===== src/source/icache_pkg.sv =====
package icache_pkg;

  //----------------------------------------
  // Cache geometry
  //----------------------------------------
  localparam int XLEN           = 32;                        // Word width
  localparam int LINE_WORDS     = 4;                         // Words per line, burst length
  localparam int WAYS           = 2;
  localparam int SETS           = 16;
  localparam int OFFS_BITS      = 4;                         // Byte offset in line
  localparam int WORD_OFFS_BITS = 2;                         // Word offset in line
  localparam int IDX_BITS       = 4;
  localparam int TAG_BITS       = XLEN - IDX_BITS - OFFS_BITS;
  localparam int LFSR_BITS      = 7;                         // Replacement LFSR width

  // Address slicing positions
  localparam int WOFFS_LSB = OFFS_BITS - WORD_OFFS_BITS;
  localparam int IDX_LSB   = OFFS_BITS;
  localparam int TAG_LSB   = OFFS_BITS + IDX_BITS;

  //----------------------------------------
  // Shared types
  //----------------------------------------
  typedef logic [XLEN-1:0]           addr_t;
  typedef logic [XLEN-1:0]           word_t;
  typedef logic [TAG_BITS-1:0]       tag_t;
  typedef logic [IDX_BITS-1:0]       idx_t;
  typedef logic [WORD_OFFS_BITS-1:0] woffs_t;
  typedef word_t [LINE_WORDS-1:0]    line_t;                 // Word 0 in the low bits
  typedef logic [WAYS-1:0]           way_sel_t;              // One-hot

endpackage


===== src/source/icache_setup.sv =====
`timescale 1ns/1ps

module icache_setup
  import icache_pkg::*;
(
  input  logic   clk_i,
  input  logic   rst_ni,
  input  logic   req_valid_i,
  input  addr_t  req_adr_i,
  output logic   req_ready_o,
  input  logic   stall_i,
  output logic   lk_valid_o,
  output tag_t   lk_tag_o,
  output idx_t   lk_idx_o,
  output woffs_t lk_woffs_o,
  output idx_t   rd_idx_o
);

  logic accept;

  assign req_ready_o = ~stall_i;
  assign accept      = req_valid_i & req_ready_o;

  // Memory read address straight from the incoming request
  assign rd_idx_o = req_adr_i[IDX_LSB +: IDX_BITS];

  //----------------------------------------
  // Lookup stage register
  //----------------------------------------
  always_ff @(posedge clk_i or negedge rst_ni) begin
    if (!rst_ni) begin
      lk_valid_o <= 1'b0;
    end else if (!stall_i) begin
      lk_valid_o <= accept;  // Bubble when no request
    end
  end

  // Address fields, payload only
  always_ff @(posedge clk_i) begin
    if (accept) begin
      lk_tag_o   <= req_adr_i[TAG_LSB +: TAG_BITS];
      lk_idx_o   <= req_adr_i[IDX_LSB +: IDX_BITS];
      lk_woffs_o <= req_adr_i[WOFFS_LSB +: WORD_OFFS_BITS];
    end
  end

  // Fetches are whole words
  a_word_aligned : assert property (@(posedge clk_i) disable iff (!rst_ni)
    accept |-> (req_adr_i[WOFFS_LSB-1:0] == '0));

endmodule


===== config.mk =====
export PLATFORM = sky130hd
export DESIGN_NAME = icache_setup
export DESIGN_NICKNAME = d
export VERILOG_FILES = /design/src/source/icache_pkg.sv /design/src/source/icache_setup.sv
export SDC_FILE = /design/constraint.sdc
export NUM_CORES = 1
export LEC_CHECK = 0
export BUFFER_PORTS_ARGS = -buffer_cell sky130_fd_sc_hd__buf_2
export CAP_MARGIN = 20
export CORE_MARGIN = 2
export CORE_UTILIZATION = 40
export CTS_CLUSTER_DIAMETER = 40
export DETAILED_ROUTE_END_ITERATION = 12
export PLACE_DENSITY = 0.76
export REMOVE_ABC_BUFFERS = 1
export SLEW_MARGIN = 5
export SYNTH_ARGS = -nofsm -noshare
export SYNTH_HDL_FRONTEND = slang
export SYNTH_SLANG_ARGS = --single-unit

===== constraint.sdc =====
create_clock -name clk_i -period 1.3 [get_ports clk_i]
set_clock_uncertainty 0.15 [all_clocks]
set_input_delay 0.065 -clock clk_i [delete_from_list [all_inputs] [get_ports clk_i]]
set_output_delay 0.065 -clock clk_i [all_outputs]
set_load 0.01 [all_outputs]

# After elaboration in Yosys (flattened, before gate mapping)

Cells that the tools add are included.
Widths: inputs -> output; s select.

Bitwise gates (word level): 2

Operators by type and width:

| kind        | number |
|---|---|
| $and 1x1->1 | 1 |
| $not 1->1   | 1 |

Output and inout bits: 36
Register bits: 31
Input port bits: 36
Logic and storage cells: 6

# Logic depth before layout (Yosys ltp)

Depth in word-level cells: 2
Depth in mapped cells: 1
Gate-level depth less buffers: 1

# Worst setup path before layout

Ideal clock, no wire load.

Path type: input port to flip-flop
From: input stall_i
To: register lk_idx_o[0] (enable)
Setup slack: 189 ps
Required time: 777 ps
Library setup time: 373 ps
Data arrival time: 589 ps
Cell stages on the path: 1
Path buffers: 0
Cells stage by stage: and2b_2

Word-level cells in the longest chain between the ends: 2

RTL lines:

| element                | RTL line           | RTL |
|---|---|---|
| start: declaration     | icache_setup.sv:11 | `input logic stall_i,` |
| $not 1->1              | icache_setup.sv:21 | `assign req_ready_o = ~stall_i;` |
| $and 1x1->1            | icache_setup.sv:22 | `assign accept = req_valid_i & req_ready_o;` |
| end signal: assignment | icache_setup.sv:42 | `lk_idx_o <= req_adr_i[IDX_LSB +: IDX_BITS];` |
| end: declaration       | icache_setup.sv:14 | `output idx_t lk_idx_o,` |

No other way between the ends.
A chain may end at the register's enable or synchronous reset.

# Worst setup path in the final report

From: input stall_i
To: register lk_idx_o[3] (enable)

Word-level cells in the longest chain between the ends: 2

RTL lines:

| element          | RTL line           | RTL |
|---|---|---|
| $not 1->1        | icache_setup.sv:21 |  |
| $and 1x1->1      | icache_setup.sv:22 |  |
| named net accept | icache_setup.sv:19 | `logic accept;` |

The timed path passes the listed nets, and every way through them passes these cells.

==> flow_summary_export.csv <==
group,metric,value,unit
outcome,outcome,"completed",
global_routing,track_usage,18.2,%
final_layout,num_antenna_cells,0,
timing,setup_ws,5.13,ps
timing,period_minus_slack,1290,ps
global_routing,grt_pass1_vias,751,
clocking,cts_tree,"done",
final_layout,fin_cells,175,
setup_path,cp_cell_sequence,"dlygate4sd3_1 > buf_2 > and2b_2 > buf_12",
setup_path,rr_endpoint,"lk_valid_o",
drt,vias,722,
drt,drtAntennaViolNets,0,
power,power.leakage,0.781,nW
clocking,hold_buffers,34,
setup_path,worstPathArrival,1170,ps
floorplanning,die_w,53.6,µm
power,power.total,2.07,mW
final_layout,postLayoutCoreUtil,78.3,%
place,port_buffers,69,
timing,worstMarginPinSlew,112,ps
global_routing,grt-ovfl-total,0,
drt,post_drt_wl_per_cell,13.4,µm
setup_path,path_depth,4,
setup_path,critPathLaunch,"stall_i",
setup_path,endpoint,"lk_idx_o[3]",
place,dpl.cell_count,133,
timing,hold_violations,0,
yosys,synth.top_cell.area_share,91.6,%
final_layout,final_common_cell,"buf_2",
setup_path,crit_path_max_incr_delay,530,ps
yosys,post-synth-top-area-cell,"edfxtp_1",
clocking,clk_pin_slew,90,ps
drt,drtIter0Drc,11,
drt,drc,0,
final_layout,syn_to_final_growth,81.3,%
clocking,cts_buffer_depth,2,
place,gp_congestion,0.667,
setup_path,worst_setup_path_end_kind,"register",
floorplanning,die_h,53.6,µm
drt,viasPerCell,4.13,
floorplanning,start_util,43.2,%
power,power_density,1160,nW/µm²
yosys,synth-seq-cells,31,
hold_path,hp-class,"in2reg",
timing,max-slew-margin-rel,92.6,%
setup_path,worst-path-max-fanout,17,
place,dp_hpwl,1390,µm
floorplanning,ioPinCount,72,
clocking,root_buffer,"clkbuf_4",
setup_path,cp.required,1170,ps
drt,wl,2340,µm
setup_path,critical_path_class,"in2reg",
setup_path,crit_path_top_delay_cell,"dlygate4sd3_1",
power,ir_drop,914,µV
setup_path,crit_buf_inv,3,
clocking,cts_buffers,5,
final_layout,final_nets,182,
global_routing,grt_max_degree,18,
global_routing,antenna_found_initial,0,
yosys,synth_cells,38,
final_layout,drive_above_1_share,54.4,%
floorplanning,rows,17,
clocking,ctsResizeCount,0,
clocking,cts_setup_buffers,0,
place,pre_cts_ws,234,ps
clocking,insertion_delay,300,ps
timing,setup_tns,0,ps
job,cap_violations,0,
floorplanning,dieArea,2870,µm²
floorplanning,core_area,2280,µm²
final_layout,final_cell_mix,"buf_2, dlygate4sd3_1, edfxtp_1",
setup_path,r2r_slack,390,ps
setup_path,cp-start-kind,"input port",
yosys,synthTopCellsByArea,"edfxtp_1, buf_4, dfrtp_1",
setup_path,r2r_cells,1,
yosys,synth-seq-area-share,94.1,%
setup_path,rr_startpoint,"lk_valid_o",
timing,grt_setup_unrepaired,"no",
drt,first_pass_iters,4,
clocking,clkSinkCount,31,
timing,fmax,0.772,GHz
yosys,avgSynthCellArea,25.9,µm²
setup_path,cp_top_family,"buffers and inverters",
clocking,htree_levels,2,
yosys,yosysWarnings,0,
timing,min_period_over_period,99.6,%
yosys,synthDistinctLibCells,6,
timing,finalSetupViolations,0,
timing,drv_slew,0,
global_routing,grt_pass1_wl,3340,µm
yosys,syn_area,983,µm²
==> how the worst min path moves through the flow <==
stage	from	end	slack, ps	depth (start not counted)
2_1_floorplan	rst_ni	lk_valid_o	-380	0
3_3_place_gp	rst_ni	lk_valid_o	-310	1
3_5_place_dp	rst_ni	lk_valid_o	-310	1
4_1_cts	req_adr_i[2]	lk_woffs_o[0]	290	2
5_1_grt	req_adr_i[30]	lk_tag_o[22]	290	2
6_report	req_adr_i[24]	lk_tag_o[16]	320	2
==> registers in the layout, indices dropped and copies added (netlist names) <==
register / count
lk_tag_o: 24
lk_valid_o: 1
lk_idx_o: 4
lk_woffs_o: 2
==> per-stage QoR <==
stage | hold slack [ps] | instance area (µm²)
after floorplan | -381 | 953
after global placement | -311 | 1370
after detailed placement | -310 | 1370
after CTS | 292 | 1780
after global routing | 292 | 1780
final | 318 | 1780
==> per-layer routing <==
| metal | routed length, µm | share of wire (%) | vias to the layer above | global-route usage [%] |
|---|---|---|---|---|
| li1 | - | - | 355 | - |
| met1 | 796 | 34 | 332 | 16.5 |
| met4 | 0 | 0 | 0 | 5.13 |
| met3 | 166 | 7.1 | 0 | 8.33 |
| met5 | 0 | 0 | - | 0 |
| met2 | 1380 | 59 | 35 | 35.4 |
==> cell type report <==
class / count / area [µm²]
flip-flops and latches: 31 / 926
repair buffers: 105 / 726
fillers: 128 / 493
clock buffers: 8 / 68.8
well taps: 28 / 35.0
multi-input cells: 2 / 23.8
inverters: 1 / 3.75
==> logic make-up after synthesis <==
family	Yosys count	synth area share [%]
flops	31	94.1
buf+inv	5	3.43
mux	1	1.53
simple gates	1	0.891
==> where the power goes <==
group          total, mW  leakage (nW)  internal, mW  switching (mW)
clock              0.598        0.0386         0.318           0.280
sequential          1.19         0.293          1.17          0.0184
combinational      0.282         0.450         0.166           0.115
total               2.07         0.781          1.65           0.413
==> synthesized netlist by cell type <==
library cell	number
edfxtp_1	30
buf_4	4
and2b_2	1
dfrtp_1	1
inv_1	1
mux2_4	1
No activity file was read; power rests on OpenSTA's default activity.
