File: src/source/icache_pkg.sv
package icache_pkg;

  //----------------------------------------
  // Cache geometry
  //----------------------------------------
  localparam int XLEN           = 32;                        // Word width
  localparam int LINE_WORDS     = 4;                         // Words per line, burst length
  localparam int WAYS           = 2;
  localparam int SETS           = 16;
  localparam int OFFS_BITS      = 4;                         // Byte offset in line
  localparam int WORD_OFFS_BITS = 2;                         // Word offset in line
  localparam int IDX_BITS       = 4;
  localparam int TAG_BITS       = XLEN - IDX_BITS - OFFS_BITS;
  localparam int LFSR_BITS      = 7;                         // Replacement LFSR width

  // Address slicing positions
  localparam int WOFFS_LSB = OFFS_BITS - WORD_OFFS_BITS;
  localparam int IDX_LSB   = OFFS_BITS;
  localparam int TAG_LSB   = OFFS_BITS + IDX_BITS;

  //----------------------------------------
  // Shared types
  //----------------------------------------
  typedef logic [XLEN-1:0]           addr_t;
  typedef logic [XLEN-1:0]           word_t;
  typedef logic [TAG_BITS-1:0]       tag_t;
  typedef logic [IDX_BITS-1:0]       idx_t;
  typedef logic [WORD_OFFS_BITS-1:0] woffs_t;
  typedef word_t [LINE_WORDS-1:0]    line_t;                 // Word 0 in the low bits
  typedef logic [WAYS-1:0]           way_sel_t;              // One-hot

endpackage

File: src/source/icache_fill_ctrl.sv
`timescale 1ns/1ps

module icache_fill_ctrl
  import icache_pkg::*;
(
  input  logic     clk_i,
  input  logic     rst_ni,
  input  logic     flush_i,
  input  logic     lk_valid_i,
  input  tag_t     lk_tag_i,
  input  idx_t     lk_idx_i,
  input  logic     hit_i,
  input  logic     resp_busy_i,
  output logic     stall_o,
  output logic     fill_we_o,
  output idx_t     fill_idx_o,
  output tag_t     fill_tag_o,
  output way_sel_t fill_way_o,
  output line_t    fill_line_o,
  output logic     fill_done_o,
  output logic     fill_err_o,
  output logic     flush_clr_o,
  output idx_t     flush_idx_o,
  output logic     flush_busy_o,
  output logic     bus_req_valid_o,
  input  logic     bus_req_ready_i,
  output addr_t    bus_adr_o,
  input  logic     bus_rvalid_i,
  input  word_t    bus_rdata_i,
  input  logic     bus_err_i
);

  typedef enum logic [1:0] {
    S_IDLE,
    S_REQ,
    S_COLLECT,
    S_FLUSH
  } state_t;

  state_t               state_q;
  logic                 init_q;         // Low for the first cycle out of reset
  logic                 flush_pend_q;
  logic                 fill_done_q;
  logic                 err_q;
  woffs_t               beat_q;
  line_t                line_q;         // Burst beats collect here
  logic [LFSR_BITS-1:0] lfsr_q;

  logic miss;
  logic lk_taken;
  logic flush_start;
  logic last_beat;

  //----------------------------------------
  // Control decode
  //----------------------------------------
  assign lk_taken    = lk_valid_i & (hit_i | fill_done_q);   // Lookup served this cycle
  assign miss        = lk_valid_i & ~hit_i & ~fill_done_q & (state_q == S_IDLE);
  assign flush_start = flush_pend_q & ~lk_valid_i & ~fill_done_q & (state_q == S_IDLE);
  assign last_beat   = (state_q == S_COLLECT) & bus_rvalid_i &
                       (beat_q == WORD_OFFS_BITS'(LINE_WORDS - 1));

  assign stall_o = ~init_q | resp_busy_i | miss | (state_q != S_IDLE) |
                   (flush_pend_q & ~lk_taken);

  assign flush_busy_o = flush_pend_q | (state_q == S_FLUSH);

  always_ff @(posedge clk_i or negedge rst_ni) begin
    if (!rst_ni) init_q <= 1'b0;
    else         init_q <= 1'b1;
  end

  // Flush waits here until no miss is running
  always_ff @(posedge clk_i or negedge rst_ni) begin
    if (!rst_ni) flush_pend_q <= 1'b0;
    else         flush_pend_q <= flush_i | (flush_pend_q & ~flush_start);
  end

  //----------------------------------------
  // Miss and flush FSM
  //----------------------------------------
  always_ff @(posedge clk_i or negedge rst_ni) begin
    if (!rst_ni) begin
      state_q     <= S_IDLE;
      beat_q      <= '0;
      flush_idx_o <= '0;
      fill_done_q <= 1'b0;
      err_q       <= 1'b0;
    end else begin
      fill_done_q <= last_beat | (fill_done_q & resp_busy_i);  // Held until taken
      case (state_q)
        S_IDLE: begin
          if (miss)             state_q <= S_REQ;
          else if (flush_start) state_q <= S_FLUSH;
        end
        S_REQ: begin
          if (bus_req_ready_i) begin
            state_q <= S_COLLECT;
            beat_q  <= '0;
            err_q   <= 1'b0;
          end
        end
        S_COLLECT: begin
          if (bus_rvalid_i) begin
            beat_q <= beat_q + 1'b1;
            err_q  <= err_q | bus_err_i;   // Any bad beat spoils the line
            if (last_beat) state_q <= S_IDLE;
          end
        end
        S_FLUSH: begin
          flush_idx_o <= flush_idx_o + 1'b1;  // Wraps back to 0
          if (flush_idx_o == IDX_BITS'(SETS - 1)) state_q <= S_IDLE;
        end
        default: state_q <= S_IDLE;
      endcase
    end
  end

  // Missed address and line buffer, payload only
  always_ff @(posedge clk_i) begin
    if (miss) begin
      fill_tag_o <= lk_tag_i;
      fill_idx_o <= lk_idx_i;
    end
    if ((state_q == S_COLLECT) && bus_rvalid_i) begin
      line_q[beat_q] <= bus_rdata_i;
    end
  end

  //----------------------------------------
  // Random replacement
  //----------------------------------------
  always_ff @(posedge clk_i or negedge rst_ni) begin
    if (!rst_ni) begin
      lfsr_q <= '0;
    end else if ((state_q != S_REQ) && (state_q != S_COLLECT) && !fill_done_q) begin
      lfsr_q <= {lfsr_q[LFSR_BITS-2:0], lfsr_q[6] ~^ lfsr_q[5]};  // Frozen during a fill
    end
  end

  assign fill_way_o = lfsr_q[0] ? way_sel_t'(2'b10) : way_sel_t'(2'b01);

  assign bus_req_valid_o = (state_q == S_REQ);
  assign bus_adr_o       = {fill_tag_o, fill_idx_o, {OFFS_BITS{1'b0}}};  // Line aligned

  assign fill_line_o = line_q;
  assign fill_done_o = fill_done_q;
  assign fill_err_o  = err_q;
  assign fill_we_o   = fill_done_q & ~err_q & ~resp_busy_i;
  assign flush_clr_o = (state_q == S_FLUSH);

  a_no_beat_idle : assert property (@(posedge clk_i) disable iff (!rst_ni)
    (state_q == S_IDLE) |-> !bus_rvalid_i);

endmodule

File: config.mk
export PLATFORM = sky130hd
export DESIGN_NAME = icache_fill_ctrl
export DESIGN_NICKNAME = d
export VERILOG_FILES = /design/src/source/icache_pkg.sv /design/src/source/icache_fill_ctrl.sv
export SDC_FILE = /design/constraint.sdc
export NUM_CORES = 1
export LEC_CHECK = 0
export ABC_CLOCK_PERIOD_IN_PS = 3300
export BUFFER_PORTS_ARGS = -buffer_cell sky130_fd_sc_hd__clkbuf_2
export CAP_MARGIN = 20
export CORE_ASPECT_RATIO = 0.5
export CORE_MARGIN = 4
export CORE_UTILIZATION = 44
export CTS_BUF_LIST = sky130_fd_sc_hd__clkbuf_4
export DETAILED_ROUTE_END_ITERATION = 16
export PLACE_DENSITY = 0.84
export SYNTH_ARGS = -nofsm -noshare
export SYNTH_HDL_FRONTEND = slang
export SYNTH_SLANG_ARGS = --single-unit
File: constraint.sdc
create_clock -name clk_i -period 3.3 [get_ports clk_i]
set_input_delay 0 -clock clk_i [delete_from_list [all_inputs] [get_ports clk_i]]
set_output_delay 0 -clock clk_i [all_outputs]
set_load 0.03 [all_outputs]
Yosys cells after proc, flatten, opt, wreduce, memory -nomap -nowiden
Index checks and enable logic that the tools add are counted.
{"block": "totals", "regBits": 175, "latchBits": 0, "ram_bits": 0, "rom_bits": 0, "in_bits": 69, "out_inout_bits": 201, "word_cells": 89, "n_memories": 0}
{"block": "classes", "add_sub_neg": 2, "multipliers": 0, "n_div": 0, "magnitude_cmp": 2, "eq_ne": 12, "n_shift": 0, "muxes": 17, "n_bitwise": 32, "reduce_logical": 10}
{"op": "bitwise mux 128 bit", "n": 1}
{"op": "demux 32 bit (select 2 bit)", "n": 1}
{"op": "2-to-1 mux 32 bit", "n": 1}
{"op": "2-to-1 mux 2 bit", "n": 9}
{"op": "AND 1 bit", "n": 14}
{"op": "OR 1 bit", "n": 9}
{"op": "NOT 1 bit", "n": 8}
{"op": "case mux 2 bit (4 select lines)", "n": 1}
{"op": "== test 2 bit, second input constant", "n": 3}
{"op": "!= test 2 x 1 -> 1 bit, second input constant", "n": 3}
{"op": "!= test 2 bit, second input constant", "n": 3}
{"op": "AND reduction 5 bit", "n": 1}
{"op": "adder 4 x 1 -> 4 bit, second input constant", "n": 1}
{"op": "== test 4 bit, second input constant", "n": 1}
{"op": "logical AND 1 bit", "n": 4}
{"op": "case mux 2 bit (2 select lines)", "n": 1}
{"op": "nonzero test 2 bit", "n": 2}
{"op": "< comparator 2 x 3 -> 1 bit, second input constant", "n": 1}
{"op": "!= test 3 bit, second input constant", "n": 1}
{"op": "AND reduction 3 bit", "n": 1}
{"op": "adder 2 x 1 -> 2 bit, second input constant", "n": 1}
{"op": "== test 2 x 1 -> 1 bit, second input constant", "n": 1}
{"op": "greater-or-equal comparator 2 x 1 -> 1 bit, second input constant", "n": 1}
{"op": "logical NOT 2 bit", "n": 1}
{"op": "4 further kinds", "n": 5}

Longest topological paths before layout
Gate-level depths: netlist of run 1.
{"block": "depth", "depth_word": 7, "mapped_depth": 6, "ltp_nobuf": 6}

Worst setup path before layout of run 1
Ideal clock, no wire load.
{"block": "synth_timing", "path_type": "flip-flop to flip-flop", "from": "register state_q[0]", "to": "register state_q[1]", "setup_time_ps": 128, "arrival_time_ps": 3229, "required_time_ps": 3172, "slack_ps": -56, "stages_incl_launch_ff": 7, "n_path_buf": 0, "period_less_slack_ps": 3356, "path_cell_list": "dfrtp_1 -> inv_1 -> ha_1 -> inv_2 -> nor3_1 -> a21oi_1 -> mux2_1"}
{"block": "synth_between", "word_cells_on_any_way": 16, "classes_between": "eq/ne: 8; mux: 2; bitwise: 4; reduce/logical: 2"}
{"item": "from (decl)", "line": "icache_fill_ctrl.sv:40", "source": "state_t state_q;"}
{"item": "from (signal assigned)", "line": "icache_fill_ctrl.sv:84", "source": "state_q <= S_IDLE;"}
{"item": "from (signal assigned)", "line": "icache_fill_ctrl.sv:93", "source": "if (miss) state_q <= S_REQ;"}
{"item": "from (signal assigned)", "line": "icache_fill_ctrl.sv:94", "source": "else if (flush_start) state_q <= S_FLUSH;"}
{"item": "logical NOT 2 bit (*)", "line": "icache_fill_ctrl.sv:58", "source": "assign miss = lk_valid_i & ~hit_i & ~fill_done_q & (state_q == S_IDLE);"}
{"item": "AND 1 bit (*)", "line": "icache_fill_ctrl.sv:58"}
{"item": "net miss", "line": "icache_fill_ctrl.sv:49", "source": "logic miss;"}
{"item": "!= test 3 bit (no line) or 2-to-1 mux 2 bit (tied branches)"}
{"item": "AND reduction 5 bit (no line) or case mux 2 bit (4 select lines) (tied branches)"}
Mark *: on every way through the listed nets, which the timed path passes. The rest lies on a longest branch.
A chain may end at the register's enable or synchronous reset.

Worst setup path after layout of run 1
{"block": "layout_timing", "from": "register state_q[0]", "to": "register err_q, in the netlist fill_err_o"}
{"block": "layout_between", "elab_chain_len": 3, "word_cells_on_any_way": 7, "classes_between": "eq/ne: 4; mux: 1; reduce/logical: 2"}
{"item": "== test 2 bit or == test 2 x 1 -> 1 bit (tied branches)", "line": "icache_fill_ctrl.sv:91", "source": "case (state_q)"}
{"item": "!= test 2 bit (no line) (tied with other cells)"}
{"item": "AND reduction 3 bit (no line)"}
{"item": "to (signal assigned)", "line": "icache_fill_ctrl.sv:106", "source": "err_q <= err_q | bus_err_i;"}
{"item": "to (decl)", "line": "icache_fill_ctrl.sv:44", "source": "logic err_q;"}
Several ways; a longest one is shown, not always the timed one.

==> flow_metrics.tcl, run 1 <==
set metrics [dict create \
    syn_to_final_growth_pct 39.1 \
    synth_cell_types 36 \
    crit_chain "inv_1 -> ha_1 -> a31oi_1 -> dlygate4sd3_1 -> a21oi_1 -> dlygate4sd3_1" \
    end_kind "flop" \
    fin_ws_ns 0.872 \
    h-tree-depth 4 \
    die-area_um2 15600 \
    grt_first_pass_wirelength_mm 22.6 \
    worstPathRequired_ns 3.78 \
    drt-pass1-iter-count 5 \
    status "finished, final reports clean" \
    total_power_mw 5.60 \
    critPathMostFrequentCell "dlygate4sd3_1" \
    post-place-ws_ns 1.05 \
    die_h_um 90.3 \
    r2r_start "state_q[0]" \
    port_buffers 265 \
    wl_per_cell_um 19.2 \
    overflow 0 \
    finalHoldWorstSlack_ns 0.0567 \
    layout.nets 686 \
    synth_ff_type "edfxtp_1" \
    layout_commonest_cell "clkbuf_2" \
    drtAntennaViolNets 0 \
    fin_crit_sh_pct 73.6 \
    tightest_slew_ns 0.928 \
    layout_common_cells "265 x clkbuf_2, 156 x edfxtp_1, 72 x dlygate4sd3_1" \
    finalSetupTns_ns 0 \
    synth_edf_count 156 \
    vias_per_cell 4.67 \
    maxSlewViolCount 0 \
    drive_gt1_share_pct 49.4 \
    hp-class "in2reg" \
    setup_viol 0 \
    antenna_cells 0 \
    syn-cell-area_um2 5960 \
    rsz0062_at_grt "no" \
    synth_seq_area_share_pct 86.5 \
    cts_root_buffer "clkbuf_4" \
    post-route-min-period_ns 2.43 \
    clock_path_buffers 2 \
    cp.arrival_ns 2.91 \
    start_util_pct 46.0 \
    hold_buffers 72 \
    finalHoldViolCount 0 \
    start_kind "flop" \
    timing.rr.end "fill_err_o" \
    grt_max_degree 34 \
    synthCells 282 \
    max_freq_mhz 412 \
    path_clk_slew_ns 0.15 \
    max-vdd-ir-drop_v 0.000225 \
    worstSkewPairLatency_ns 0.55 \
    relSlewSlack_pct 38.2 \
    ys.warnings.count 0 \
    cts_tree "built" \
    power_density_nw_per_um2 675 \
    place_congestion 0.824 \
    die_w_um 173 \
    dp_hpwl_mm 10.2 \
    holdPathStages 5 \
    path_class "reg2reg" \
    synth-seq-cells 175 \
    antenna_found_initial 0 \
    initialDrtViolationCount 219 \
    final_util_pct 64.0 \
    num_rows 29 \
    vias 3682 \
    drc 0 \
    synth_area_per_cell_um2 21.1 \
    min_to "state_q[1]" \
    p_leak_nw 3.47 \
    cts_sinks 175 \
    drt_wl_total_mm 15.1 \
    cts_resized 0 \
    rrSetupSlack_ns 0.87 \
    numCtsBuffers 17 \
    crit_fanout 13 \
    skew_ns 0.0258 \
    drv_cap 0 \
    slowest_delay_ns 0.57 \
    async_flop_share_pct 10.9 \
    min_from "hit_i" \
    slowest_stage "dlygate4sd3_1" \
    reg2reg_depth 6 \
    first_global_vias 3935 \
    track_usage_pct 19.2 \
    post-cts-setup-buffer-count 0 \
    placeableCoreArea_um2 13000 \
    io_pins 270 \
]
cells by family (layout without fill, tap and decap cells):
logic type | after synthesis | count (layout) | synth area share [%]
compound gates | 17 | 17 | 1.93
xor+xnor | 4 | 4 | 0.588
fa+ha+maj | 10 | 10 | 2.10
buf+inv | 42 | 376 | 4.72
flops | 175 | 175 | 86.5
mux | 10 | 10 | 1.87
other cells | 2 | 5 | 0.126
simple gates | 22 | 22 | 2.14
per-stage QoR:
step / instance area (µm²) / cells
after floorplan: 5980 / 285
after global placement: 7280 / 686
after detailed placement: 7280 / 686
after CTS: 8300 / 789
after global routing: 8300 / 789
final: 8300 / 789
layout make-up:
cell class,instances,area (µm²)
fillers,913,4660
multi-input cells,68,549
clock buffers,17,128
clock inverters,14,166
repair buffers,338,2050
well taps,170,213
flip-flops and latches,175,5160
inverters,7,26.3
synthesized netlist by cell type, drive strengths merged (2+ instances only):
cell	n	share of area (%)
nand2	3	0.19
nand2b	2	0.21
conb	2	0.13
xnor2	3	0.44
edfxtp	156	79
clkbuf	2	0.13
a21o	2	0.25
o21ai	4	0.34
ha	10	2.1
and3	4	0.42
dfrtp	19	8.0
buf	33	4.2
nor2	3	0.23
a21oi	4	0.34
inv	7	0.44
mux2	9	1.7
nand3	4	0.34
routing by layer:
layer / wire (µm) / GRT usage (%) / vias to the layer above
li1: - / - / 1676
met1: 5600 / 21.1 / 1836
met2: 8320 / 35.0 / 130
met3: 595 / 4.22 / 40
met4: 591 / 10.6 / 0
met5: 0 / 0 / -
worst max-delay path: cells and delay by family (launching register included):
family          cells  cell delay, ns
flops               1            0.44
buf+inv             3            1.24
compound gates      2            0.25
fa+ha+maj           1            0.42
registers in the layout (all words and copies together), names as in the netlist:
name / flops
fill_tag_o: 24
fill_line_o: 128
fill_err_o: 1
fill_idx_o: 4
state_q: 2
beat_q: 2
lfsr_q: 7
init_q: 1
flush_pend_q: 1
fill_done_o: 1
flush_idx_o: 4
worst max-delay path by stage:
| stage | start | end | slack (ns) | depth (start not counted) |
|---|---|---|---|---|
| finish | state_q[0] | fill_err_o | 0.87 | 6 |
| global route | state_q[0] | fill_err_o | 0.72 | 6 |
| CTS | state_q[0] | fill_err_o | 0.87 | 6 |
| detailed placement | state_q[0] | fill_line_o[107] | 1.05 | 3 |
| global placement | state_q[0] | fill_line_o[101] | 1.13 | 3 |
| floorplan | state_q[0] | state_q[1] | 0.83 | 6 |
report_power, final:
| part | total (mW) | internal [mW] | switching, mW |
|---|---|---|---|
| logic | 1.46 | 0.483 | 0.977 |
| clock network | 1.27 | 0.524 | 0.741 |
| registers | 2.88 | 2.73 | 0.146 |
| total | 5.60 | 3.74 | 1.86 |
Power figures use the tool's default switching activity.
==> run 2: changes to the inputs <==
Settings changed: ABC_CLOCK_PERIOD_IN_PS 3300 to 2310, CORE_UTILIZATION 44 to 48, PLACE_DENSITY 0.84 to 0.86.
Clock period 3.3 ns to 2.31 ns, I/O delays scaled along.
==> flow_metrics.tcl, run 2 (synthesis gave the netlist of run 1 again) <==
set metrics [dict create \
    p_leak_nw 3.50 \
    largest_register_ffs 128 \
    regArea_um2 5160 \
    antenna_found_initial 0 \
    slowest_stage "dlygate4sd3_1" \
    tightest_slew_ns 0.906 \
    fin_ws_ns 0.269 \
    overflow 0 \
    cp.arrival_ns 2.47 \
    hold_buffers 70 \
    drt-pass1-iter-count 4 \
    layout.nets 688 \
    max_freq_mhz 490 \
    layout_commonest_cell "clkbuf_2" \
    post-route-min-period_ns 2.04 \
    critPathBufInv 3 \
    path_clk_slew_ns 0.16 \
    cp_top_family "buffers and inverters" \
    holdPathStages 5 \
    drive_gt1_share_pct 50.3 \
    fin_crit_sh_pct 88.3 \
    layout_common_cells "265 x clkbuf_2, 156 x edfxtp_1, 70 x dlygate4sd3_1" \
    rsz0062_at_grt "no" \
    vias_per_cell 4.73 \
    multi_input_comb_area_um2 549 \
    setup_viol 0 \
    finalHoldViolCount 0 \
    reg2reg_depth 6 \
    antenna_cells 0 \
    die_h_um 86.8 \
    dp.cells 685 \
    worstSkewPairLatency_ns 0.52 \
    maxSlewViolCount 0 \
    drc 0 \
    clock_path_buffers 2 \
    slowest_delay_ns 0.55 \
    max-vdd-ir-drop_v 0.000498 \
    post-place-ws_ns 0.353 \
    placeableCoreArea_um2 12000 \
    post-cts-setup-buffer-count 0 \
    cts_sinks 175 \
    cts_root_buffer "clkbuf_4" \
    cts_resized 0 \
    track_usage_pct 20.0 \
    place_congestion 0.862 \
    h-tree-depth 4 \
    die-area_um2 14400 \
    num_rows 28 \
    grt_max_degree 33 \
    fin_cells 787 \
    die_w_um 166 \
    hp-class "in2reg" \
    crit_fanout 4 \
    drtAntennaViolNets 0 \
    relSlewSlack_pct 39.4 \
    drt_wl_total_mm 14.5 \
    placed_area_um2 7360 \
    vias 3720 \
    status "finished, final reports clean" \
    path_class "reg2reg" \
    crit_chain "inv_1 -> ha_1 -> inv_2 -> or3_1 -> a21o_1 -> dlygate4sd3_1" \
    filler_cell_count 811 \
    wl_per_cell_um 18.4 \
    io_pins 270 \
    worstPathRequired_ns 2.74 \
    end_kind "flop" \
    drv_cap 0 \
    start_kind "flop" \
    finalSetupTns_ns 0 \
    start_util_pct 49.8 \
    grt_first_pass_wirelength_mm 21.7 \
    final_area_um2 8350 \
    syn_to_final_growth_pct 40.0 \
    cts_tree "built" \
    path_depth 6 \
    first_global_vias 3870 \
    skew_ns 0.0251 \
    power_density_nw_per_um2 947 \
    port_buffers 265 \
    dp_hpwl_mm 9.82 \
    numCtsBuffers 17 \
    initialDrtViolationCount 211 \
]
run 2: worst paths after layout:
path,end,startpoint,slack (ns)
max,flush_pend_q,state_q[0],0.27
max reg2reg,flush_pend_q,state_q[0],0.27
min,state_q[1],hit_i,0.14
max in group asynchronous,beat_q[1],rst_ni,1.07
min reg2reg,lfsr_q[4],lfsr_q[3],0.50
min in group asynchronous,flush_idx_o[2],rst_ni,0.66
run 2: power breakdown:
part | total [mW] | switching [mW] | internal (mW)
sequential | 4.10 | 0.209 | 3.89
combinational | 2.11 | 1.40 | 0.713
clock | 1.69 | 1.19 | 0.507
total | 7.91 | 2.79 | 5.11
run 2: through the flow:
stage | total power [mW] | hold WS, ns | utilization [%]
CTS | 7.96 | 0.0757 | 69.7
detailed placement | 6.16 | -0.0190 | 61.4
floorplan | 5.57 | -0.296 | -
global route | 8.30 | 0.117 | 69.7
global placement | 6.08 | -0.0276 | 61.4
finish | 7.91 | 0.143 | 69.7
run 2: cell type report:
type,count,share of cell area [%]
Multi-Input combinational cell,68,6.58
Tap cell,165,2.47
Sequential cell,175,61.8
Clock buffer,17,1.53
Timing Repair Buffer,340,25.3
Clock inverter,15,1.96
Inverter,7,0.315
run 2: per-layer routing:
metal / wire length [µm] / up-vias / track usage [%] / part of all wire (%)
li1: - / 1692 / - / -
met1: 5220 / 1867 / 21.6 / 36
met2: 8220 / 126 / 38.3 / 57
met3: 575 / 35 / 4.33 / 4.0
met4: 461 / 0 / 9.21 / 3.2
met5: 0 / - / 0 / 0
run 2: tightest hold or removal path, cell delays in order:
cell      delay [ns]
clkbuf_2        0.07
nand2b_1        0.20
nor3_4          0.06
a21oi_1         0.15
mux2_1          0.14
