`src/source/icache_pkg.sv`:
```
package icache_pkg;

  //----------------------------------------
  // Cache geometry
  //----------------------------------------
  localparam int XLEN           = 32;                        // Word width
  localparam int LINE_WORDS     = 4;                         // Words per line, burst length
  localparam int WAYS           = 2;
  localparam int SETS           = 16;
  localparam int OFFS_BITS      = 4;                         // Byte offset in line
  localparam int WORD_OFFS_BITS = 2;                         // Word offset in line
  localparam int IDX_BITS       = 4;
  localparam int TAG_BITS       = XLEN - IDX_BITS - OFFS_BITS;
  localparam int LFSR_BITS      = 7;                         // Replacement LFSR width

  // Address slicing positions
  localparam int WOFFS_LSB = OFFS_BITS - WORD_OFFS_BITS;
  localparam int IDX_LSB   = OFFS_BITS;
  localparam int TAG_LSB   = OFFS_BITS + IDX_BITS;

  //----------------------------------------
  // Shared types
  //----------------------------------------
  typedef logic [XLEN-1:0]           addr_t;
  typedef logic [XLEN-1:0]           word_t;
  typedef logic [TAG_BITS-1:0]       tag_t;
  typedef logic [IDX_BITS-1:0]       idx_t;
  typedef logic [WORD_OFFS_BITS-1:0] woffs_t;
  typedef word_t [LINE_WORDS-1:0]    line_t;                 // Word 0 in the low bits
  typedef logic [WAYS-1:0]           way_sel_t;              // One-hot

endpackage

```
`src/source/icache_resp.sv`:
```
`timescale 1ns/1ps

module icache_resp
  import icache_pkg::*;
(
  input  logic   clk_i,
  input  logic   rst_ni,
  input  logic   hit_i,
  input  logic   lk_valid_i,
  input  woffs_t lk_woffs_i,
  input  line_t  hit_line_i,
  input  logic   fill_done_i,
  input  logic   fill_err_i,
  input  line_t  fill_line_i,
  output logic   rsp_valid_o,
  output word_t  rsp_data_o,
  output logic   rsp_err_o,
  input  logic   rsp_ready_i,
  output logic   resp_busy_o
);

  logic  load;
  word_t word;

  // Fill result has priority, lookup shows a miss then anyway
  assign load = fill_done_i | (lk_valid_i & hit_i);
  assign word = fill_done_i ? fill_line_i[lk_woffs_i] : hit_line_i[lk_woffs_i];

  // Held response not yet taken
  assign resp_busy_o = rsp_valid_o & ~rsp_ready_i;

  //----------------------------------------
  // Response register
  //----------------------------------------
  always_ff @(posedge clk_i or negedge rst_ni) begin
    if (!rst_ni) begin
      rsp_valid_o <= 1'b0;
    end else if (!resp_busy_o) begin
      rsp_valid_o <= load;
    end
  end

  always_ff @(posedge clk_i) begin
    if (!resp_busy_o && load) begin
      rsp_data_o <= word;
      rsp_err_o  <= fill_done_i & fill_err_i;  // Only a bus fill can fail
    end
  end

endmodule

```
`config.mk`:
```
export PLATFORM = sky130hd
export DESIGN_NAME = icache_resp
export DESIGN_NICKNAME = d
export VERILOG_FILES = /design/src/source/icache_pkg.sv /design/src/source/icache_resp.sv
export SDC_FILE = /design/constraint.sdc
export NUM_CORES = 1
export LEC_CHECK = 0
export ABC_CLOCK_PERIOD_IN_PS = 2500
export BUFFER_PORTS_ARGS = -buffer_cell sky130_fd_sc_hd__buf_2
export CORE_AREA = 2 2 116 118
export DETAILED_ROUTE_END_ITERATION = 10
export DIE_AREA = 0 0 118 120
export GPL_TIMING_DRIVEN = 0
export PLACE_DENSITY_LB_ADDON = 0.25
export RECOVER_POWER = 100
export SYNTH_ARGS = -nofsm -noshare
export SYNTH_HDL_FRONTEND = slang
export SYNTH_SLANG_ARGS = --single-unit
```
`constraint.sdc`:
```
create_clock -name clk_i -period 2.5 [get_ports clk_i]
set_input_delay 0.375 -clock clk_i [delete_from_list [all_inputs] [get_ports clk_i]]
set_output_delay 0.375 -clock clk_i [all_outputs]
set_load 0.02 [all_outputs]
```
# Word level (Yosys, flattened, before mapping)
# Index checks and enable logic that the tools add are counted.
classes:
  n_lt_le_gt_ge: 1
  reduce_logical: 2
  n_mux: 5
  n_bitwise: 5
ops:
  columns: ["operator", "count"]
  rows:
  - ["32-bit binary-select mux with 2-bit select", 2]
  - ["32-bit 2-to-1 mux", 3]
  - ["1-bit bitwise AND", 3]
  - ["2-bit by 3-bit < comparator with 1-bit output (second input constant)", 1]
  - ["1-bit logical AND", 1]
  - ["1-bit logical NOT", 1]
  - ["1-bit NOT", 1]
  - ["1-bit OR", 1]
word_totals:
  in_bits: 265
  regBits: 34
  out_inout_bits: 35

# Depth between registers and ports, before layout
# Gate-level depths: netlist of the first run.
depth:
  ltp_word: 4
  depth_mapped: 4
  mapped_depth_nobuf: 2

# Least setup slack after synthesis of the first run
# Ideal clock, no wire load.
synth_path:
  path_kind: "input to register"
  from: "input port fill_done_i"
  to: "register rsp_data_o[0], enable pin"
  setup_time_ps: 423
  required_ps: 2077
  stages: 4
  slack_ps: -264
  arrival_ps: 2341
  path_cell_list: "buf_2 -> buf_1 -> a21oi_1 -> nor2_1"
synth_via:
  elab_chain_len: 2
synth_rtl:
  columns: ["element", "line_no", "source"]
  rows:
  - ["start, declared", "icache_resp.sv:12", "input logic fill_done_i,"]
  - ["1-bit OR", "icache_resp.sv:26", "assign load = fill_done_i | (lk_valid_i & hit_i);"]
  - ["1-bit logical AND", "icache_resp.sv:44", "if (!resp_busy_o && load) begin"]
  - ["end signal, assigned", "icache_resp.sv:45", "rsp_data_o <= word;"]
  - ["end, declared", "icache_resp.sv:16", "output word_t rsp_data_o,"]
# Every way passes these cells.
# A chain may end at the register's enable or synchronous reset.

# Worst setup path after layout of the first run
layout_path:
  from: "input port fill_done_i"
  to: "register rsp_data_o[1], data pin"
layout_via:
  elab_chain_len: 1
layout_rtl:
  columns: ["element", "line_no", "source"]
  rows:
  - ["32-bit 2-to-1 mux", "icache_resp.sv:27", "assign word = fill_done_i ? fill_line_i[lk_woffs_i] : hit_line_i[lk_woffs_i];"]
  - ["via word[1]", "icache_resp.sv:23", "word_t word;"]
# The timed path passes the listed nets, and every way through them passes these cells.

==> out/results.ini, run 1 <==
[synthesis]
synth_area_leaders=mux4_1 34%, edfxtp_1 32%, mux4_2 17%
synthSimpleGateAreaFrac=0.00722
yosys_warnings=0
synth.area.mux_share=0.626
yosysUniqueCellTypes=14
ys_ff_latch=34
synth_top_family_by_area=multiplexers
ys.flop_type=edfxtp_1
syn-mean-instance-area_um2=20.4
synth.cell_area_um2=3120
synth_xor_area_frac=0
yosysMostFrequentCell=mux4_1
syn_nets=418
syn_inst=153
synth.top_cell.area_share=0.337
ys_seq_area_frac=0.326
synthTopCellsByCount=40 x mux4_1, 33 x edfxtp_1, 32 x mux2_2
synth_edf_count=33
synth-compound-area-share=0.00160
synth_top_area_cell=mux4_1
ys_async_sr_fraction=0.0294
synthAdderAreaFrac=0

[routing]
drt_first_pass_iters=4
routed_wl_um=12000
via_per_inst=4.63
drc=0
wire_per_inst_um=19.0
drt_first_iter_violations=95
num_vias=2942
route.antenna.remaining_nets=0

[die]
initial_core_util=0.240
row_count=42
io_pins=300
dieArea_um2=14200
dieHeight_um=120
core_area_um2=13000
dieWidth_um=118

[timing]
tightest_slew_ns=0.757
fin_crit_sh=0.803
drv_slew=0
fin_skew_ns=0.00290
grt_setup_unrepaired=false
fmax_mhz=498
fin_ws_ns=0.493
setup_viol=0
fin_crit_ns=2.01
relSlewSlack=0.495
finalHoldViolCount=0

[final_layout]
seq_area_um2=1020
nFillCells=1302
areaGrowthSynthToFinish_pct=59.5
multi_input_area_um2=1990
instances_no_fill=635
finalNetCount=723
drive_gt1_frac=0.725
n_antenna_cell=0

[critical_path]
critPathRequiredTime_ns=2.52
path_cells=clkbuf_1 > clkbuf_1 > mux4_2 > mux2_1
cp.arrival_ns=2.03
cp_max_fo=10
crit_family=buffers and inverters
end_kind=flip-flop
crit_path_max_incr_delay_ns=0.54
slowest_stage=clkbuf_1
crit_buf_inv=2
crit_type=primary input to flip-flop
crit_top_cell=clkbuf_1
worstSetupStartpointType=primary input

[grt]
grt_usage=0.167
grt_overflow_total=0
grt_pass1_vias=3263
grt_max_degree=32
antenna_found_initial=0
grt_pass1_wl_um=17900

[placement]
dp_hpwl_um=10100
place_congestion=0.875
io_buffers=296
place_ws_ns=0.457
place_inst=626

[clocking]
cts_buffers=5
clock-sinks=34
cts_resized=0
root_buffer=clkbuf_16
post_cts.repair.setup_buffers=0
cts_htree_levels=2
clk_pin_slew_worst_paths_ns=0.06
cts_tree=yes
cts_hold_buffers=1
cts_max_path_buffers=2
clock_latency_ns=0.28

[hold_path]
min_path_type=primary input to flip-flop

[power]
p_per_area_nw_per_um2=423
p_sw_w=0.000547
comb_power_share=0.320
p_leak_nw=2.26
p_int_w=0.00156
pwr-share-clk=0.340
switching_share=0.260
seq_power_share=0.340
vdd_drop_max_mv=0.228

[run_status]
status=finished clean

[flow_run]
maxCapViolCount=0

-- cells by family (layout without fill, tap and decap cells) --
group           count (synthesis)  after routing
mux                            96             96
flops                          34             34
buf+inv                        18            324
simple gates                    4              4
compound gates                  1              1
-- cell usage in the layout (no fill, tap or decap), drive strengths merged --
| cell | netlist | layout |
|---|---|---|
| buf | 16 | 272 |
| nor2 | 1 | 1 |
| bufinv | 0 | 1 |
| a21oi | 1 | 1 |
| clkbuf | 2 | 48 |
| nand2b | 1 | 1 |
| mux4 | 64 | 64 |
| and2 | 1 | 1 |
| clkinv | 0 | 2 |
| mux2 | 32 | 32 |
| dlygate4sd3 | 0 | 1 |
| nor2b | 1 | 1 |
| edfxtp | 33 | 33 |
| dfrtp | 1 | 1 |
-- layout make-up --
cell class	count	area share
Buffer	18	0.0241
Clock buffer	5	0.0251
Clock inverter	3	0.00805
Multi-Input combinational cell	101	0.399
Sequential cell	34	0.204
Tap cell	176	0.0443
Timing Repair Buffer	298	0.295
-- path summary, 6_finish.rpt --
kind / startpoint / endpoint / slack [ns] / cells past startpoint
hold reg to reg: rsp_valid_o$_DFFE_PN0N_ / rsp_valid_o$_DFFE_PN0N_ / 0.74 / 2
setup / recovery: fill_done_i / rsp_data_o[1]$_DFFE_PP_ / 0.49 / 4
setup reg to reg: rsp_valid_o$_DFFE_PN0N_ / rsp_data_o[10]$_DFFE_PP_ / 1.22 / 3
hold / removal: fill_err_i / rsp_err_o$_DFFE_PP_ / 0.38 / 2
min in group asynchronous: rst_ni / rsp_valid_o$_DFFE_PN0N_ / 0.40 / 2
max in group asynchronous: rst_ni / rsp_valid_o$_DFFE_PN0N_ / 2.01 / 2
-- worst reg2reg max path, stage by stage (launching register included) --
cell and delay [ns]:
dfrtp_1 0.38, nor2b_1 0.17, nor2_4 0.18, buf_12 0.23
-- state kept, by name, summed over array words and instances, names as in the netlist --
register     flops
rsp_data_o      32
rsp_valid_o      1
rsp_err_o        1
-- power by group through the flow --
stage                     clock, W  sequential, W  combinational, W
after global routing      0.000768       0.000720          0.000729
after CTS                 0.000738       0.000715          0.000703
after global placement           0       0.000726          0.000680
after floorplan                  0       0.000797          0.000307
final                     0.000715       0.000715          0.000674
after detailed placement         0       0.000726          0.000698
-- stage by stage --
step	hold slack (ns)	area [µm²]	setup TNS (ns)	util	power, W
floorplan	0.0794	3120	0	-	0.00110
global placement	0.150	4820	-17.26	0.372	0.00141
detailed placement	0.151	4850	0	0.374	0.00142
CTS	0.377	5020	0	0.387	0.00216
global route	0.390	4980	0	0.383	0.00222
finish	0.382	4980	0	0.383	0.00211
-- per-layer routing --
layer	vias to the layer above	track usage	wire, µm
met5	-	0	0
met4	0	0.0437	199
met1	1422	0.197	4880
met3	14	0.0257	598
li1	1353	-	-
met2	153	0.317	6360
No activity file was read; power rests on OpenSTA's default activity.
==> run 2: changes to the inputs <==
- ABC_CLOCK_PERIOD_IN_PS: 2500 -> 1600
- CORE_AREA: 2 2 116 118 -> 2 2 118 120
- DIE_AREA: 0 0 118 120 -> 0 0 120 122
- clock period: 2.5 -> 1.6 ns (I/O delays scaled with it)
==> out/results.ini, run 2 (synthesis results as in run 1) <==
[run_status]
status=finished clean

[routing]
drt_first_iter_violations=82
num_vias=2975
via_per_inst=4.66
routed_wl_um=11800
wire_per_inst_um=18.5
route.antenna.remaining_nets=0
drc=0
drt_first_pass_iters=4

[final_layout]
seq_area_um2=1020
n_antenna_cell=0
postLayoutCoreUtil=0.367
max_flop_register=rsp_data_o
finalNetCount=723
multi_input_area_um2=2000
layout_common_cells=265 x buf_2, 42 x clkbuf_1, 40 x mux4_1
instances_no_fill=639
final_common_cell=buf_2
largest_register_ffs=32
drive_gt1_frac=0.734
reg.largest.list=rsp_data_o: 32 flops, rsp_err_o: 1 flops, rsp_valid_o: 1 flops
areaGrowthSynthToFinish_pct=58.8
nFillCells=1355

[die]
core_area_um2=13500
dieWidth_um=120
dieHeight_um=122
initial_core_util=0.231
dieArea_um2=14600
io_pins=300
row_count=43

[grt]
grt_pass1_vias=3210
grt_max_degree=18
antenna_found_initial=0
grt_usage=0.152
grt_pass1_wl_um=16700
grt_overflow_total=0

[critical_path]
r2r_start=rsp_valid_o$_DFFE_PN0N_
slowest_stage=dfrtp_1
ff2ff_path_depth=2
worstSetupStartpointType=flip-flop
crit_type=flip-flop to output port
end_kind=output port
r2r-end=rsp_data_o[14]$_DFFE_PP_
r2r_slack_ns=0.16
cp.arrival_ns=1.23
critPathRequiredTime_ns=1.36
crit_buf_inv=1
cp_max_fo=4
crit_family=flip-flops
crit_path_max_incr_delay_ns=0.34
path_cells=nor2b_2 > clkbuf_1

[clocking]
cts_tree=yes
clock-sinks=34
cts_buffers=5
cts_max_path_buffers=2
clk_pin_slew_worst_paths_ns=0.05
post_cts.repair.setup_buffers=0
clock_latency_ns=0.28
root_buffer=clkbuf_16
cts_htree_levels=2

[hold_path]
min_path_type=primary input to flip-flop
hold_start=fill_err_i
min_to=rsp_err_o$_DFFE_PP_
holdPathStages=2

[timing]
relSlewSlack=0.567
fin_skew_ns=0.00119
setup_tns_ns=0
tightest_slew_ns=0.649
setup_viol=0
fmax_mhz=680
grt_setup_unrepaired=false
fin_crit_sh=0.919
finalHoldViolCount=0
fin_crit_ns=1.47
drv_slew=0

[power]
p_per_area_nw_per_um2=625
vdd_drop_max_mv=0.335
p_leak_nw=2.25

[flow_run]
maxCapViolCount=0

[placement]
io_buffers=296
place_congestion=0.806
dp_hpwl_um=9590
place_inst=629

## run 2: metrics by stage
stage | hold WS (ns) | area [µm²] | power, W | setup WS, ns
2_1_floorplan | -0.0556 | 3130 | 0.00173 | 0.0153
3_3_place_gp | 0.0175 | 4840 | 0.00219 | -0.464
3_5_place_dp | 0.0189 | 4840 | 0.00222 | -0.529
4_1_cts | 0.242 | 5000 | 0.00318 | 0.0129
5_1_grt | 0.246 | 4960 | 0.00327 | 0.00105
6_report | 0.247 | 4960 | 0.00310 | 0.130
## run 2: area by class of cell
| type | count | area share |
|---|---|---|
| buffer | 18 | 0.0260 |
| clock buffer | 6 | 0.0260 |
| clock inverter | 2 | 0.00177 |
| multi-input combinational | 102 | 0.404 |
| sequential | 34 | 0.205 |
| tap | 180 | 0.0454 |
| timing repair buffer | 297 | 0.292 |
## run 2: worst max-delay path by stage
| stage | cells after the start | slack [ns] | to | startpoint |
|---|---|---|---|---|
| 2_1_floorplan | 4 | 0.02 | rsp_data_o[0]$_DFFE_PP_ | fill_done_i |
| 3_3_place_gp | 4 | -0.46 | rsp_data_o[6]$_DFFE_PP_ | fill_done_i |
| 3_5_place_dp | 4 | -0.53 | rsp_data_o[9]$_DFFE_PP_ | fill_done_i |
| 4_1_cts | 4 | 0.01 | rsp_data_o[12]$_DFFE_PP_ | fill_done_i |
| 5_1_grt | 4 | 0.001 | rsp_data_o[12]$_DFFE_PP_ | fill_done_i |
| 6_report | 2 | 0.13 | resp_busy_o | rsp_valid_o$_DFFE_PN0N_ |
## run 2: repair_timing
action,CTS,global route
hold buffers,1,0
resized for setup,1,0
setup endpoints to repair,33,0
endpoints found under the hold margin,1,0
## run 2: per-layer routing
layer | GRT usage | wire length [µm] | vias up
met4 | 0.0471 | 172 | 0
li1 | - | - | 1353
met5 | 0 | 0 | -
met1 | 0.167 | 4350 | 1434
met3 | 0.0370 | 913 | 10
met2 | 0.286 | 6370 | 178
## run 2: where the power goes
group	total, W	switching [W]	leakage, nW	internal [W]
Combinational	0.00105	0.000448	1.86	0.000606
Sequential	0.00112	0.0000204	0.327	0.00110
Clock	0.000929	0.000360	0.0683	0.000569
==> run 3: changes to the inputs <==
- ABC_AREA: unset -> 1
- CTS_CLUSTER_DIAMETER: unset -> 120
==> out/results.ini, run 3 <==
[power]
comb_power_share=0.402
p_leak_nw=4.44
vdd_drop_max_mv=0.315
seq_power_share=0.315
p_sw_w=0.00129
pwr-share-clk=0.282
p_int_w=0.00229
switching_share=0.359
p_per_area_nw_per_um2=561

[timing]
finalHoldViolCount=0
fmax_mhz=673
grt_setup_unrepaired=false
setup_viol=0
fin_crit_ns=1.49
relSlewSlack=0.602
tightest_slew_ns=0.596
fin_ws_ns=0.114
fin_crit_sh=0.929
fin_skew_ns=0.00404
drv_slew=0

[grt]
grt_overflow_total=0
antenna_found_initial=1
grt_pass1_wl_um=28200
grt_pass1_vias=5956
grt_max_degree=18
grt_usage=0.245

[clocking]
clock-sinks=34
clk_pin_slew_worst_paths_ns=0.06
cts_buffers=5
cts_max_path_buffers=2
clock_latency_ns=0.28
post_cts.repair.setup_buffers=0
cts_tree=yes
cts_htree_levels=2
root_buffer=clkbuf_16

[synthesis]
synth.area.mux_share=0
syn-mean-instance-area_um2=5.06
ys.flop_type=edfxtp_1
synth.cell_area_um2=4530
ys_seq_area_frac=0.224
synth_area_leaders=nand2_1 35%, edfxtp_1 22%, inv_1 22%
ys_async_sr_fraction=0.0294
synth-compound-area-share=0.00221
synth_edf_count=33
ys_ff_latch=34
yosys_warnings=0
synth.top_cell.area_share=0.348
yosysMostFrequentCell=nand2_1
synth_top_family_by_area=simple AND/OR/NAND/NOR gates
synthTopCellsByCount=419 x nand2_1, 260 x inv_1, 128 x nand3_1
syn_inst=894
synthAdderAreaFrac=0
synth_xor_area_frac=0
synthSimpleGateAreaFrac=0.490
synth_top_area_cell=nand2_1
syn_nets=1159
yosysUniqueCellTypes=13

[final_layout]
layout_common_cells=419 x nand2_1, 275 x buf_2, 260 x inv_1
max_flop_register=rsp_data_o
largest_register_ffs=32
areaGrowthSynthToFinish_pct=40.9
finalNetCount=1466
reg.largest.list=rsp_data_o: 32 flops, rsp_err_o: 1 flops, rsp_valid_o: 1 flops
drive_gt1_frac=0.256
instances_no_fill=1383
final_common_cell=nand2_1
stdcell_area_um2=6380

[critical_path]
crit_buf_inv=2
crit_path_max_incr_delay_ns=0.42
crit_type=flip-flop to flip-flop
crit_family=buffers and inverters
path_cells=inv_1 > o21ai_4 > clkinvlp_4
critPathRequiredTime_ns=1.51
slowest_stage=clkinvlp_4
end_kind=flip-flop
worstSetupStartpointType=flip-flop
cp.arrival_ns=1.39
cp_max_fo=17

[die]
io_pins=300
dieWidth_um=120
dieHeight_um=122
initial_core_util=0.335
core_area_um2=13500
dieArea_um2=14600
row_count=43

[routing]
num_vias=6022
drc=0
via_per_inst=4.35
drt_first_iter_violations=255
routed_wl_um=17800
wire_per_inst_um=12.9
drt_first_pass_iters=8
route.antenna.remaining_nets=0

[placement]
place_inst=1372
placed_area_um2=6250
place_congestion=0.890
place_ws_ns=-0.488
io_buffers=298
dp_hpwl_um=14300

[flow_run]
maxCapViolCount=0

[run_status]
status=finished clean

[hold_path]
min_path_type=primary input to flip-flop

## run 3: cell types whose count changed after synthesis, moves of 2 or more
cell and change:
nand3_1 +128, mux4_1 -40, buf_4 +4, inv_1 +260
buf_2 +19, mux2_2 -32, mux4_2 -24, inv_2 +2
o21ai_0 +2, clkbuf_1 +4, nand2_1 +419, buf_6 +3
## run 3: cell families (layout without fill, tap and decap cells)
family                 count (synthesis)  after routing
and+or+nand+nor                      548            548
buffers and inverters                310            618
DFF                                   34             34
AOI/OAI and AO/OA                      2              2
other                                  0              1
## run 3: metrics by stage
step                hold WS (ns)  utilization  total power (W)  TNS (ns)
finish                     0.218        0.472          0.00358         0
global route               0.230        0.472          0.00382         0
CTS                        0.214        0.476          0.00362         0
detailed placement        0.0188        0.463          0.00261    -15.97
global placement          0.0158        0.463          0.00260    -15.06
floorplan                -0.0556            -          0.00197         0
## run 3: area by class of cell
cell class	instances	area, µm²
well taps	180	225
fillers	1573	7130
inverters	262	987
plain buffers	48	297
clock inverters	1	5.00
diodes	1	2.50
flip-flops and latches	34	1020
repair buffers	299	1460
repair inverters	1	7.51
clock buffers	7	143
multi-input cells	550	2240
## run 3: metal layers
| layer | GRT usage | share of wire | wire length, µm |
|---|---|---|---|
| met5 | 0 | 0 | 0 |
| met4 | 0.0912 | 0.030 | 541 |
| met3 | 0.0417 | 0.075 | 1340 |
| met2 | 0.442 | 0.48 | 8510 |
| met1 | 0.291 | 0.42 | 7460 |
## run 3: worst register-to-register path, stage by stage, from the launching register on
cell and delay (ns):
dfrtp_1 0.34, inv_1 0.09, o21ai_4 0.26, clkinvlp_4 0.42
## run 3: what timing repair did
item | CTS | global route
gates resized for setup | 2 | 0
hold buffers | 1 | 0
endpoints found under the setup margin | 33 | 0
endpoints found under the hold margin | 1 | 0
## run 3: final timing paths
kind                                              start                 endpoint  slack (ns)  depth (start not counted)
worst max-delay path            rsp_valid_o$_DFFE_PN0N_  rsp_data_o[5]$_DFFE_PP_        0.11                          3
worst min-delay path                        rsp_ready_i  rsp_valid_o$_DFFE_PN0N_        0.22                          2
worst max register to register  rsp_valid_o$_DFFE_PN0N_  rsp_data_o[5]$_DFFE_PP_        0.11                          3
worst min register to register  rsp_valid_o$_DFFE_PN0N_  rsp_valid_o$_DFFE_PN0N_        0.63                          2
max in group asynchronous                        rst_ni  rsp_valid_o$_DFFE_PN0N_        1.24                          2
min in group asynchronous                        rst_ni  rsp_valid_o$_DFFE_PN0N_        0.26                          2
## run 3: power by group through the flow
| stage | Sequential, W | Combinational, W | Clock (W) |
|---|---|---|---|
| floorplan | 0.00127 | 0.000701 | 0 |
| global placement | 0.00114 | 0.00145 | 0 |
| detailed placement | 0.00115 | 0.00146 | 0 |
| CTS | 0.00113 | 0.00148 | 0.00101 |
| global route | 0.00114 | 0.00163 | 0.00105 |
| finish | 0.00113 | 0.00144 | 0.00101 |
